==> src/i2c_pkg.sv <==
package i2c_pkg;

    ////////////////////////////////////////////////////////////////////////////
    // Data path widths
    ////////////////////////////////////////////////////////////////////////////

    // One data byte as it travels on SDA
    typedef logic [7:0] byte_t;

    // Data slots before the acknowledge slot
    localparam int BITS_PER_BYTE = 8;

    // Counts data slots within one byte
    typedef logic [3:0] bit_cnt_t;

    ////////////////////////////////////////////////////////////////////////////
    // Bit layer encodings
    ////////////////////////////////////////////////////////////////////////////

    // Quarter-bit phases, one frame clock each
    typedef enum logic [1:0] {
        PH_A = 2'b00,
        PH_B = 2'b01,
        PH_C = 2'b10,
        PH_D = 2'b11
    } frame_t;

    // Operation carried out in one bit slot
    typedef enum logic [1:0] {
        BIT_START = 2'b00,
        BIT_STOP  = 2'b01,
        BIT_WRITE = 2'b10,
        BIT_READ  = 2'b11
    } bit_cmd_t;

    // Byte sequencer states, one per kind of slot
    typedef enum logic [2:0] {
        ST_IDLE  = 3'd0,
        ST_START = 3'd1,
        ST_DATA  = 3'd2,
        ST_ACK   = 3'd3,
        ST_STOP  = 3'd4
    } byte_state_t;

endpackage
==> src/i2c_bit_ctrl.sv <==
`timescale 1ns/1ps

////////////////////////////////////////////////////////////////////////////
// Bus waveform per slot, one frame clock per phase
//
//             A       B       C       D
//   START    SCL=    SCL^    SCL^    SCL_
//            SDA^    SDA^    SDA_    SDA_
//   STOP     SCL_    SCL^    SCL^    SCL^
//            SDA_    SDA_    SDA^    SDA^
//   WRITE    SCL_    SCL^    SCL^    SCL_    SDA held at din
//   READ     SCL_    SCL^    SCL^    SCL_    SDA released
//
//   ^ released   _ pulled low   = kept as the previous slot left it
////////////////////////////////////////////////////////////////////////////

module i2c_bit_ctrl
    import i2c_pkg::*;
(
    input  logic     clk_frame,
    input  logic     rst_n,
    input  logic     bit_go,
    input  bit_cmd_t bit_cmd,
    input  logic     bit_din,
    input  logic     scl_in,
    input  logic     sda_in,
    output logic     bit_done,
    output logic     bit_dout,
    output logic     bit_busy,
    output logic     scl_oe,
    output logic     sda_oe
);

    frame_t   frame;
    frame_t   frame_nxt;
    bit_cmd_t cmd_q;
    bit_cmd_t cmd_nxt;
    logic     din_q;
    logic     din_nxt;
    logic     run_q;
    logic     run_nxt;
    logic     scl_oe_nxt;
    logic     sda_oe_nxt;
    logic     sda_smp;

    assign bit_busy = run_q;
    assign bit_done = run_q && (frame == PH_D);
    assign bit_dout = sda_smp;

    // Slot bookkeeping
    // A new slot may chain straight out of phase D
    always_comb begin
        run_nxt   = run_q;
        frame_nxt = frame;
        cmd_nxt   = cmd_q;
        din_nxt   = din_q;
        if (bit_go && (!run_q || bit_done)) begin
            run_nxt   = 1'b1;
            frame_nxt = PH_A;
            cmd_nxt   = bit_cmd;
            din_nxt   = bit_din;
        end else if (run_q) begin
            // Wraps back to PH_A after D
            run_nxt   = (frame != PH_D);
            frame_nxt = frame_t'(frame + 2'd1);
        end
    end

    // Line enables for the coming phase
    // Idle keeps the last levels, so SCL stays low between bytes
    always_comb begin
        scl_oe_nxt = scl_oe;
        sda_oe_nxt = sda_oe;
        if (run_nxt) begin
            case (cmd_nxt)
                BIT_START: begin
                    // Repeated START leaves SCL low in A while SDA lets go
                    scl_oe_nxt = (frame_nxt == PH_A) ? scl_oe : (frame_nxt == PH_D);
                    sda_oe_nxt = (frame_nxt inside {PH_C, PH_D});
                end
                BIT_STOP: begin
                    scl_oe_nxt = (frame_nxt == PH_A);
                    sda_oe_nxt = (frame_nxt inside {PH_A, PH_B});
                end
                BIT_WRITE: begin
                    scl_oe_nxt = (frame_nxt inside {PH_A, PH_D});
                    sda_oe_nxt = !din_nxt;
                end
                default: begin
                    // Read slot
                    scl_oe_nxt = (frame_nxt inside {PH_A, PH_D});
                    sda_oe_nxt = 1'b0;
                end
            endcase
        end
    end

    always_ff @(posedge clk_frame) begin
        if (!rst_n) begin
            run_q  <= 1'b0;
            frame  <= PH_A;
            scl_oe <= 1'b0;
            sda_oe <= 1'b0;
        end else begin
            run_q  <= run_nxt;
            frame  <= frame_nxt;
            scl_oe <= scl_oe_nxt;
            sda_oe <= sda_oe_nxt;
        end
    end

    // Latched slot and the SDA sample taken at the end of C
    always_ff @(posedge clk_frame) begin
        cmd_q <= cmd_nxt;
        din_q <= din_nxt;
        if (run_q && (frame == PH_C)) begin
            sda_smp <= sda_in;
        end
    end

    ////////////////////////////////////////////////////////////////////////////
    // Bus checks
    ////////////////////////////////////////////////////////////////////////////

    // Released SCL reads high unless something else stretches it
    a_no_stretch: assert property (@(posedge clk_frame) disable iff (!rst_n)
        !scl_oe |-> scl_in)
        else $error("SCL held low by another device while released");

    // SDA must hold from B into C in a data or ack slot
    a_sda_stable: assert property (@(posedge clk_frame) disable iff (!rst_n)
        run_q && (frame == PH_C) && (cmd_q inside {BIT_WRITE, BIT_READ})
            |-> $stable(sda_in))
        else $error("SDA moved while SCL high in a data slot");

endmodule

==> src/i2c_byte_ctrl.sv <==
`timescale 1ns/1ps

module i2c_byte_ctrl
    import i2c_pkg::*;
(
    input  logic     clk_frame,
    input  logic     rst_n,
    input  logic     cmd_valid,
    input  logic     cmd_start,
    input  logic     cmd_stop,
    input  logic     cmd_read,
    input  byte_t    tx_byte,
    input  logic     ack_tx,
    input  logic     bit_done,
    input  logic     bit_dout,
    output logic     busy,
    output logic     done,
    output byte_t    rx_byte,
    output logic     ack_rx,
    output logic     bit_go,
    output bit_cmd_t bit_cmd,
    output logic     bit_din
);

    byte_state_t state;
    byte_state_t state_nxt;
    byte_state_t go_state;
    bit_cnt_t    bit_cnt;
    bit_cnt_t    cnt_nxt;
    byte_t       shreg;
    logic        read_q;
    logic        stop_q;
    logic        ack_tx_q;
    logic        launch;
    logic        step;
    logic        accept;

    assign busy    = (state != ST_IDLE);
    assign accept  = cmd_valid && !busy;
    assign step    = busy && bit_done;
    // Shift register ends the byte holding what was on SDA
    assign rx_byte = shreg;

    // Slot after the one now ending
    always_comb begin
        state_nxt = state;
        cnt_nxt   = bit_cnt;
        case (state)
            ST_START: state_nxt = ST_DATA;
            ST_DATA: begin
                if (bit_cnt == bit_cnt_t'(BITS_PER_BYTE - 1)) begin
                    state_nxt = ST_ACK;
                end else begin
                    cnt_nxt = bit_cnt + 1'b1;
                end
            end
            ST_ACK:  state_nxt = stop_q ? ST_STOP : ST_IDLE;
            default: state_nxt = ST_IDLE;
        endcase
    end

    // First slot goes out on launch
    // Later ones chain off bit_done with no gap
    assign go_state = launch ? state : state_nxt;
    assign bit_go   = launch || (step && (state_nxt != ST_IDLE));

    always_comb begin
        bit_din = 1'b1;
        case (go_state)
            ST_START: bit_cmd = BIT_START;
            ST_DATA: begin
                // MSB first
                bit_cmd = read_q ? BIT_READ : BIT_WRITE;
                bit_din = shreg[BITS_PER_BYTE-1];
            end
            ST_ACK: begin
                // Master acks on reads, slave acks on writes
                bit_cmd = read_q ? BIT_WRITE : BIT_READ;
                bit_din = ack_tx_q;
            end
            default: bit_cmd = BIT_STOP;
        endcase
    end

    always_ff @(posedge clk_frame) begin
        if (!rst_n) begin
            state   <= ST_IDLE;
            bit_cnt <= '0;
            launch  <= 1'b0;
            done    <= 1'b0;
        end else begin
            launch <= 1'b0;
            done   <= 1'b0;
            if (accept) begin
                state   <= cmd_start ? ST_START : ST_DATA;
                bit_cnt <= '0;
                launch  <= 1'b1;
            end else if (step) begin
                state   <= state_nxt;
                bit_cnt <= cnt_nxt;
                // Last slot over, busy drops on the same edge
                done    <= (state_nxt == ST_IDLE);
            end
        end
    end

    // Command fields and shift register
    // Each data or ack launch shifts out the MSB and pulls in the bit just read,
    // so after the ack launch all eight received bits sit in place
    always_ff @(posedge clk_frame) begin
        if (accept) begin
            shreg    <= tx_byte;
            read_q   <= cmd_read;
            stop_q   <= cmd_stop;
            ack_tx_q <= ack_tx;
        end else if (bit_go && (go_state inside {ST_DATA, ST_ACK})) begin
            shreg <= {shreg[BITS_PER_BYTE-2:0], bit_dout};
        end
        if (step && (state == ST_ACK) && !read_q) begin
            ack_rx <= bit_dout;
        end
    end

    ////////////////////////////////////////////////////////////////////////////
    // Handshake checks
    ////////////////////////////////////////////////////////////////////////////

    a_no_cmd_busy: assert property (@(posedge clk_frame) disable iff (!rst_n)
        cmd_valid |-> !busy)
        else $error("cmd_valid while busy, command dropped");

    // Done marks exactly the falling edge of busy
    a_done_busy: assert property (@(posedge clk_frame) disable iff (!rst_n)
        done |-> (!busy && $past(busy)))
        else $error("done outside the cycle busy falls");

    // Without bit_done the bit layer must have been quiet for a full slot
    a_go_spacing: assert property (@(posedge clk_frame) disable iff (!rst_n)
        (bit_go && !bit_done) |-> (!$past(bit_go) && !$past(bit_go, 2) && !$past(bit_go, 3)))
        else $error("bit_go while a bit slot was still running");

endmodule

==> src/i2c_master_top.sv <==
`timescale 1ns/1ps

module i2c_master_top
    import i2c_pkg::*;
(
    input  logic  clk_frame,
    input  logic  rst_n,
    // Byte command
    input  logic  cmd_valid,
    input  logic  cmd_start,
    input  logic  cmd_stop,
    input  logic  cmd_read,
    input  byte_t tx_byte,
    input  logic  ack_tx,
    // Status
    output logic  busy,
    output logic  done,
    output byte_t rx_byte,
    output logic  ack_rx,
    // Open-drain pairs, high oe pulls the line low
    output logic  scl_oe,
    input  logic  scl_in,
    output logic  sda_oe,
    input  logic  sda_in
);

    // Byte layer to bit layer
    logic     bit_go;
    bit_cmd_t bit_cmd;
    logic     bit_din;
    logic     bit_done;
    logic     bit_dout;

    i2c_byte_ctrl u_byte_ctrl (
        .clk_frame (clk_frame),
        .rst_n     (rst_n),
        .cmd_valid (cmd_valid),
        .cmd_start (cmd_start),
        .cmd_stop  (cmd_stop),
        .cmd_read  (cmd_read),
        .tx_byte   (tx_byte),
        .ack_tx    (ack_tx),
        .bit_done  (bit_done),
        .bit_dout  (bit_dout),
        .busy      (busy),
        .done      (done),
        .rx_byte   (rx_byte),
        .ack_rx    (ack_rx),
        .bit_go    (bit_go),
        .bit_cmd   (bit_cmd),
        .bit_din   (bit_din)
    );

    // Slot activity is tracked by the byte layer itself
    i2c_bit_ctrl u_bit_ctrl (
        .clk_frame (clk_frame),
        .rst_n     (rst_n),
        .bit_go    (bit_go),
        .bit_cmd   (bit_cmd),
        .bit_din   (bit_din),
        .scl_in    (scl_in),
        .sda_in    (sda_in),
        .bit_done  (bit_done),
        .bit_dout  (bit_dout),
        .bit_busy  (),
        .scl_oe    (scl_oe),
        .sda_oe    (sda_oe)
    );

endmodule

==> config.mk <==
export PLATFORM = sky130hd
export DESIGN_NAME = i2c_master_top
export DESIGN_NICKNAME = d
export VERILOG_FILES = /design/src/i2c_pkg.sv /design/src/i2c_bit_ctrl.sv /design/src/i2c_byte_ctrl.sv /design/src/i2c_master_top.sv
export SDC_FILE = /design/constraint.sdc
export NUM_CORES = 1
export LEC_CHECK = 0
export BUFFER_PORTS_ARGS = -buffer_cell sky130_fd_sc_hd__buf_2
export CORE_MARGIN = 5
export CORE_UTILIZATION = 49
export CTS_BUF_LIST = sky130_fd_sc_hd__clkbuf_16
export DETAILED_ROUTE_END_ITERATION = 7
export PLACE_DENSITY = 0.67
export SLEW_MARGIN = 20
export SYNTH_ARGS = -nofsm -noshare
export SYNTH_HDL_FRONTEND = slang
export SYNTH_SLANG_ARGS = --single-unit
==> constraint.sdc <==
create_clock -name clk_frame -period 3.74 [get_ports clk_frame]
set_input_delay 0.935 -clock clk_frame [delete_from_list [all_inputs] [get_ports clk_frame]]
set_output_delay 0.935 -clock clk_frame [all_outputs]
set_load 0.01 [all_outputs]
* Word-level counts from Yosys, hierarchy flattened
Index checks and enable logic that the tools add are counted.
** Word-level totals
- Bits in registers :: 30
- Bits of input ports :: 17
- Output and inout port bits :: 13
- Logic and storage cells :: 90
** Operators by class
- Add/sub/neg operators :: 2
- Equal/unequal tests :: 16
- Multiplexer cells :: 23
- Bitwise operators :: 3
- Reductions and logical operators :: 30
** Operators with widths (count)
- two-way mux 8 bit :: 2
- two-way mux 3 bit :: 5
- == test 3 x 2 -> 1 bit, second input constant :: 4
- nonzero test 2 bit :: 6
- == test 2 bit, second input constant :: 5
- logical AND 1 bit :: 9
- case mux 3 bit (3 select lines) :: 1
- two-way mux 2 bit :: 4
- two-way mux 1 bit :: 7
- == test 3 x 1 -> 1 bit, second input constant :: 2
- case mux 2 bit (3 select lines) :: 1
- nonzero test 3 bit :: 2
- adder 4 x 1 -> 4 bit, second input constant :: 1
- == test 2 x 1 -> 1 bit, second input constant :: 2
- == test 4 x 3 -> 1 bit, second input constant :: 1
- logical NOT 1 bit :: 4
- logical NOT 2 bit :: 2
- != test 2 bit, second input constant :: 2
- case mux 1 bit (2 select lines) :: 2
- logical NOT 3 bit :: 1
- NOT 1 bit :: 3
- case mux 1 bit (3 select lines) :: 1
- AND reduction 3 bit :: 1
- OR reduction 3 bit :: 1
- 4 further kinds :: 5

* Depth between registers and ports, before layout
Gate-level depths: netlist of run 1.
- Depth after elaboration :: 11
- Mapped depth :: 10
- Gate-level depth less buffers :: 10

* Modules after synthesis
Synthesis of run 1 repeated with hierarchy kept, for this count alone.
** Second synthesis, totals
- Cells, all modules :: 165
- Area, all modules :: 1556.5 µm²
** Modules (own cells, without submodules)
- i2c_byte_ctrl :: instances 1, cells an instance 108, area an instance 1034.7 µm², seq. area each 540.5 µm²
- i2c_bit_ctrl :: instances 1, cells an instance 57, area an instance 521.8 µm², seq. area each 190.2 µm²

* Worst setup path after synthesis of run 1
OpenSTA, ideal clock, no wires.
- Kind :: input -> register
- From :: input port cmd_valid
- To :: register u_byte_ctrl.shreg[0], in the netlist u_byte_ctrl.rx_byte[0] (enable)
- Setup time :: 0.357 ns
- Arrival :: 1.623 ns
- Required time :: 3.383 ns
- Slack :: 1.760 ns
- Stages :: 3
- Buffers on the path :: 1
- Cell sequence :: nand2_1 > clkbuf_1 > o21ai_0
** On the way
- Word-level cells in the longest chain between the ends :: 2
** Ends and longest elaborated chain
- start, declared :: RTL line i2c_master_top.sv:9 : input logic cmd_valid,
- logical AND 1 bit :: RTL line i2c_byte_ctrl.sv:39 : assign accept = cmd_valid && !busy;
- nonzero test 2 bit (no source line)
- end signal, assigned :: RTL line i2c_byte_ctrl.sv:112 : shreg <= tx_byte;
- end signal, assigned :: RTL line i2c_byte_ctrl.sv:117 : shreg <= {shreg[BITS_PER_BYTE-2:0], bit_dout};
- end, declared :: RTL line i2c_byte_ctrl.sv:30 : byte_t shreg;
No other way between the ends.
A chain may end at the register's enable or synchronous reset.

* Worst setup path after layout of run 1
- From :: register u_byte_ctrl.state[0]
- To :: output port busy
** On the way
- Word-level cells in the longest chain between the ends :: 1
** Ends and longest elaborated chain
- start, declared :: RTL line i2c_byte_ctrl.sv:25 : byte_state_t state;
- start signal, assigned :: RTL line i2c_byte_ctrl.sv:95 : state <= cmd_start ? ST_START : ST_DATA;
- start signal, assigned :: RTL line i2c_byte_ctrl.sv:99 : state <= state_nxt;
- nonzero test 3 bit :: RTL line i2c_byte_ctrl.sv:38 : assign busy = (state != ST_IDLE);
- end, declared :: RTL line i2c_master_top.sv:16 : output logic busy,
No other way between the ends.

==> out/qor.yml, run 1 <==
status:
  status: "finished, final reports clean"
critical_path:
  end_kind: "primary output"
  worst_r2r_startpoint: "u_byte_ctrl.launch"
  worstSetupPathType: "reg2out"
  rr_worst_depth: 8
  cp.arrival_ns: 1.47
  critPathLaunchType: "flip-flop"
  cp.required_ns: 2.80
  r2r_slack_ns: 1.34
  cp_max_fo: 18
  cp-startpoint: "u_byte_ctrl.state[0]"
  reg2reg_to: "u_bit_ctrl.scl_oe"
sta:
  fin_crit_ns: 2.41
  max_slew_margin_pct: 56.5
  rsz0062_at_grt: "no"
  finClkSkew_ns: 0.00569
  hold_viol_final: 0
  worstMarginPinSlew_ns: 0.651
  setup_viol: 0
  max_freq_mhz: 415
  slew_violations: 0
  tns_ns: 0
  finalCritPeriodShare_pct: 64.4
worst_hold_path:
  min_from: "u_bit_ctrl.bit_dout"
  min_to: "u_byte_ctrl.ack_rx"
  whs_path_depth: 0
  hp-class: "reg2reg"
placement:
  port_buffers: 28
  hpwl_mm: 2.51
  gp_congestion: 0.829
  placedCellCount: 251
  dpl_cell_area_um2: 1840
global_route:
  grt_max_degree: 20
  gr-total-overflow: 0
  globalRouteTotalUtil_pct: 16.8
  grt_pass1_wl_mm: 5.94
  antenna_found_initial: 0
  first_global_vias: 1305
cts:
  clk-insertion-delay-late_ns: 0.27
  cts_tree: "yes"
  clkTransAtPathRegs_ns: 0.05
  cts_setup_buffers: 0
  clock_path_buffers: 2
  root_buffer: "clkbuf_16"
  cts-htree-levels: 2
  clkSinkCount: 30
  numCtsBuffers: 5
  cts_resized: 0
  postCtsHoldBufs: 0
power_and_ir_drop:
  power.density_nw_per_um2: 514
  seqPwrFrac_pct: 40.2
  switching_share_pct: 25.7
  intPower_uw: 763
  ir_drop_uv: 294
  power.switching_uw: 263
  clockPowerShare_pct: 43.6
  fin_total_pwr_mw: 1.03
  p_leak_nw: 0.847
  p_comb_share_pct: 16.2
floorplan:
  initial_utilization_pct: 50.5
  core_area_um2: 3340
  rows: 21
  fp.dieArea_um2: 4710
  die_h_um: 68.6
  die_x_um: 68.6
  pin_count: 30
logic_synthesis:
  yosysUniqueCellTypes: 47
  yosysTopAreaCell: "edfxtp_1"
  yosysTopAreaCellShare_pct: 23.2
  syn_inst: 185
  syn-num-nets: 207
  yosysSeqAreaShare_pct: 43.4
  syn-cell-area_um2: 1680
  async_reset_ff_share_pct: 0
  ys.flop_type: "dfxtp_1"
  ys_ff_latch: 30
  synth.area.top_cells: "edfxtp_1 (23%), dfxtp_1 (20%), nand2_1 (7.4%)"
  syn_avg_cell_area_um2: 9.10
  synth_edf_count: 13
  yosys_warnings: 0
route:
  firstDrtPassIters: 4
  viasPerCell: 5.43
  first_iter_violations: 97
  drcViolationCount: 0
  wirelength_mm: 3.65
  ant_nets: 0
  wire_per_inst_um: 14.1
  vias: 1407
cells_and_area:
  layout_common_cells: "nand2_1 (33), buf_2 (28), nor2_1 (18), dfxtp_1 (17), edfxtp_1 (13)"
  final_common_cell: "nand2_1"
  drive_gt1_share_pct: 18.3
  fin_nets: 234
  area_delta_synth_final_pct: 18.6
  fin_area_um2: 2000
  antennaDiodeCount: 0
  finalNonFillerCells: 259
run:
  max_cap_violations: 0
[worst max-delay path: stages, from the launching register on]
cell and delay (ns):
dfxtp_1 0.47, nor3_1 0.49, inv_1 0.09, buf_2 0.15
[layer usage]
layer	vias up	GRT usage, %	wire (um)
li1	700	-	-
met1	662	21.7	1660
met2	40	26.3	1740
met3	5	6.00	216
met4	0	5.21	33
met5	-	0	0
[cells in the mapped netlist, types with 2 or more instances]
master	instances
nand2b_1	4
mux2i_1	6
nor2b_1	8
nor4_1	3
o2bb2ai_1	2
a21oi_1	4
nand2_1	33
and2_1	4
nor3b_1	3
nor4bb_1	2
o21a_1	3
nor4b_1	2
edfxtp_1	13
and3_1	2
inv_1	7
nor3_1	7
buf_2	4
ha_1	5
nor2_1	18
xnor2_1	2
nand3_1	2
clkbuf_1	3
buf_6	2
xor2_1	2
nand3b_1	2
dfxtp_1	17
o21ai_0	5
[sequential cells by signal (all words and copies together), names as in the netlist]
signal and count:
u_byte_ctrl.rx_byte 8, u_byte_ctrl.bit_cnt 4, u_byte_ctrl.state 3, u_bit_ctrl.cmd_q 2, u_bit_ctrl.frame 2, u_bit_ctrl.bit_busy 1
u_bit_ctrl.bit_dout 1, u_bit_ctrl.din_q 1, u_bit_ctrl.scl_oe 1, u_bit_ctrl.sda_oe 1, u_byte_ctrl.ack_rx 1, u_byte_ctrl.ack_tx_q 1
u_byte_ctrl.done 1, u_byte_ctrl.launch 1, u_byte_ctrl.read_q 1, u_byte_ctrl.stop_q 1
[power by group through the flow]
stage	registers [mW]	clock network [mW]	logic [mW]
after global routing	0.417	0.463	0.183
after global placement	0.416	0	0.160
final	0.413	0.447	0.166
after detailed placement	0.417	0	0.165
after CTS	0.412	0.448	0.167
after floorplan	0.410	0	0.124
[worst max path at each step]
stage,slack (ns),cells after the start,endpoint
floorplan,1.76,3,u_byte_ctrl.rx_byte[0]
global placement,1.47,8,u_bit_ctrl.scl_oe
detailed placement,1.41,8,u_bit_ctrl.scl_oe
CTS,1.34,3,busy
global route,1.17,6,u_bit_ctrl.scl_oe
finish,1.33,3,busy
[layout make-up]
cell class,count,area (um2)
multi-input cells,138,870
inverters,8,30.0
clock inverters,3,37.5
repair buffers,29,148
clock buffers,5,125
fillers,313,1340
well taps,46,57.6
flip-flops and latches,30,731
[through the flow]
| stage | hold WS (ns) | utilization [%] | setup slack [ns] |
|---|---|---|---|
| 2_1_floorplan | 0.426 | - | 1.76 |
| 3_3_place_gp | 0.448 | 55.0 | 1.47 |
| 3_5_place_dp | 0.432 | 55.0 | 1.41 |
| 4_1_cts | 0.456 | 59.9 | 1.34 |
| 5_1_grt | 0.463 | 59.9 | 1.17 |
| 6_report | 0.456 | 59.9 | 1.33 |
[cells by family after synthesis]
logic type / after synthesis / share of synthesized area [%]
flops: 30 / 43.4
xor+xnor: 4 / 2.08
compound gates: 28 / 13.6
fa+ha+maj: 5 / 3.71
mux: 6 / 3.57
buf+inv: 17 / 4.98
simple gates: 95 / 28.7
No activity file was read; power rests on OpenSTA's default activity.
==> run 2, diff against run 1 <==
==> constraint.sdc (replaced) <==
create_clock -name clk_frame -period 2.32 [get_ports clk_frame]
set_input_delay 0.58 -clock clk_frame [delete_from_list [all_inputs] [get_ports clk_frame]]
set_output_delay 0.58 -clock clk_frame [all_outputs]
set_load 0.01 [all_outputs]
==> out/qor.yml, run 2 (same netlist as run 1, synthesis figures left out) <==
critical_path:
  end_kind: "flip-flop"
  slowest_stage: "o32a_1"
  cp_slowest_stage_delay_ns: 0.39
  rr_worst_depth: 7
  cp.arrival_ns: 2.36
  cpLargestDelayFamily: "compound AO/OA/AOI/OAI gates"
  r2r_slack_ns: 0.16
  crit_cells: 7
  crit_chain: "buf_4 > nor4b_1 > nor3_1 > o32a_1 > o32ai_4 > mux2i_1 > a2bb2oi_1"
  worstSetupPathType: "reg2reg"
  crit_buf_inv: 1
  cp_max_fo: 9
  cp-endpoint: "u_bit_ctrl.scl_oe"
  critPathLaunchType: "flip-flop"
  worst_r2r_startpoint: "u_byte_ctrl.state[1]"
  cp-startpoint: "u_byte_ctrl.state[1]"
  cp.required_ns: 2.51
  reg2reg_to: "u_bit_ctrl.scl_oe"
global_route:
  grt_pass1_wl_mm: 6.57
  globalRouteTotalUtil_pct: 18.8
  gr-total-overflow: 0
  antenna_found_initial: 0
  first_global_vias: 1483
  grt_max_degree: 16
route:
  first_iter_violations: 88
  firstDrtPassIters: 4
  met2_wirelength_mm: 1.84
  highest_layer: "met4"
  m1WireLength_mm: 1.73
  vias: 1446
  viasPerCell: 5.38
  ant_nets: 0
  drcViolationCount: 0
  wl_met3_um: 181
  wire_per_inst_um: 14.1
  wirelength_mm: 3.80
cts:
  cts_tree: "yes"
  postCtsHoldBufs: 0
  clk-insertion-delay-late_ns: 0.27
  numCtsBuffers: 5
  clkTransAtPathRegs_ns: 0.05
  cts-htree-levels: 2
  root_buffer: "clkbuf_16"
  clkSinkCount: 30
  clock_path_buffers: 2
floorplan:
  pin_count: 30
  die_x_um: 68.6
  core_area_um2: 3340
  fp.dieArea_um2: 4710
  initial_utilization_pct: 50.5
  rows: 21
  die_h_um: 68.6
sta:
  whs_ns: 0.458
  rsz0062_at_grt: "no"
  finalCritPeriodShare_pct: 93.3
  worstMarginPinSlew_ns: 0.484
  fin_crit_ns: 2.16
  tns_ns: 0
  hold_viol_final: 0
  finClkSkew_ns: 0.00350
  setup_viol: 0
  slew_violations: 0
  max_slew_margin_pct: 67.7
  max_freq_mhz: 462
cells_and_area:
  area_delta_synth_final_pct: 21.9
  post-route-util_pct: 61.5
  final_common_cell: "nand2_1"
  register_area_um2: 732
  layout_common_cells: "nand2_1 (33), buf_2 (28), nor2_1 (18), dfxtp_1 (16), edfxtp_1 (13)"
  antennaDiodeCount: 0
  fin_area_um2: 2050
  drive_gt1_share_pct: 22.9
  largest_reg_flops: 8
  fill_cells: 291
  multi_input_area_um2: 870
  fin_nets: 244
power_and_ir_drop:
  fin_total_pwr_mw: 1.57
  ir_drop_uv: 480
  intPower_mw: 1.14
  power.switching_uw: 427
  p_leak_nw: 0.882
  power.density_nw_per_um2: 763
  p_comb_share_pct: 19.1
  switching_share_pct: 27.2
  clockPowerShare_pct: 38.7
  seqPwrFrac_pct: 42.2
worst_hold_path:
  hp-class: "reg2reg"
placement:
  hpwl_mm: 2.83
  dpl_cell_area_um2: 1910
  port_buffers: 28
  gp_congestion: 0.909
run:
  max_cap_violations: 0
status:
  status: "finished, final reports clean"
run 2: cell type report:
cell class              instances  share of cell area (%)
clock inverters                 3                   0.792
multi-input cells             138                    42.4
repair buffers                 39                    10.8
clock buffers                   5                    6.09
inverters                       8                    1.46
flip-flops and latches         30                    35.6
well taps                      46                    2.80
run 2: per-stage QoR:
| stage | setup slack, ns | std cells |
|---|---|---|
| 4_1_cts | 0.131 | 269 |
| 3_5_place_dp | 0.172 | 261 |
| 2_1_floorplan | 0.358 | 185 |
| 3_3_place_gp | 0.256 | 261 |
| 5_1_grt | 0.0372 | 269 |
| 6_report | 0.155 | 269 |
run 2: worst min path at each step:
stage,slack (ns),to,cells past startpoint,startpoint
after floorplan,0.43,u_byte_ctrl.ack_rx,0,u_bit_ctrl.bit_dout
after global placement,0.45,u_byte_ctrl.ack_rx,0,u_bit_ctrl.bit_dout
after detailed placement,0.46,u_byte_ctrl.ack_rx,0,u_bit_ctrl.bit_dout
after CTS,0.46,u_byte_ctrl.ack_rx,0,u_bit_ctrl.bit_dout
after global routing,0.48,u_byte_ctrl.ack_rx,0,u_bit_ctrl.bit_dout
final,0.46,u_byte_ctrl.ack_rx,0,u_bit_ctrl.bit_dout
run 2: power groups by stage:
stage	combinational, mW	clock, mW	sequential, mW
2_1_floorplan	0.200	0	0.661
3_3_place_gp	0.286	0	0.665
3_5_place_dp	0.296	0	0.668
4_1_cts	0.300	0.614	0.659
5_1_grt	0.332	0.638	0.668
6_report	0.299	0.607	0.661
run 2: metal layers:
metal	track usage [%]	vias to the layer above
met4	7.20	0
met3	4.70	6
met2	31.9	40
li1	-	722
met1	22.5	678
met5	0	-
run 2: what timing repair did:
action                                 in CTS  in global routing
resized for setup                           0                  1
setup endpoints to repair                   0                  1
endpoints found under the hold margin       0                  0
setup buffers                               0                  0
run 2: worst reg2reg max path: stages (launching register included):
cell       delay, ns
dfxtp_1         0.37
buf_4           0.18
nor4b_1         0.31
nor3_1          0.09
o32a_1          0.39
o32ai_4         0.31
mux2i_1         0.25
a2bb2oi_1       0.18
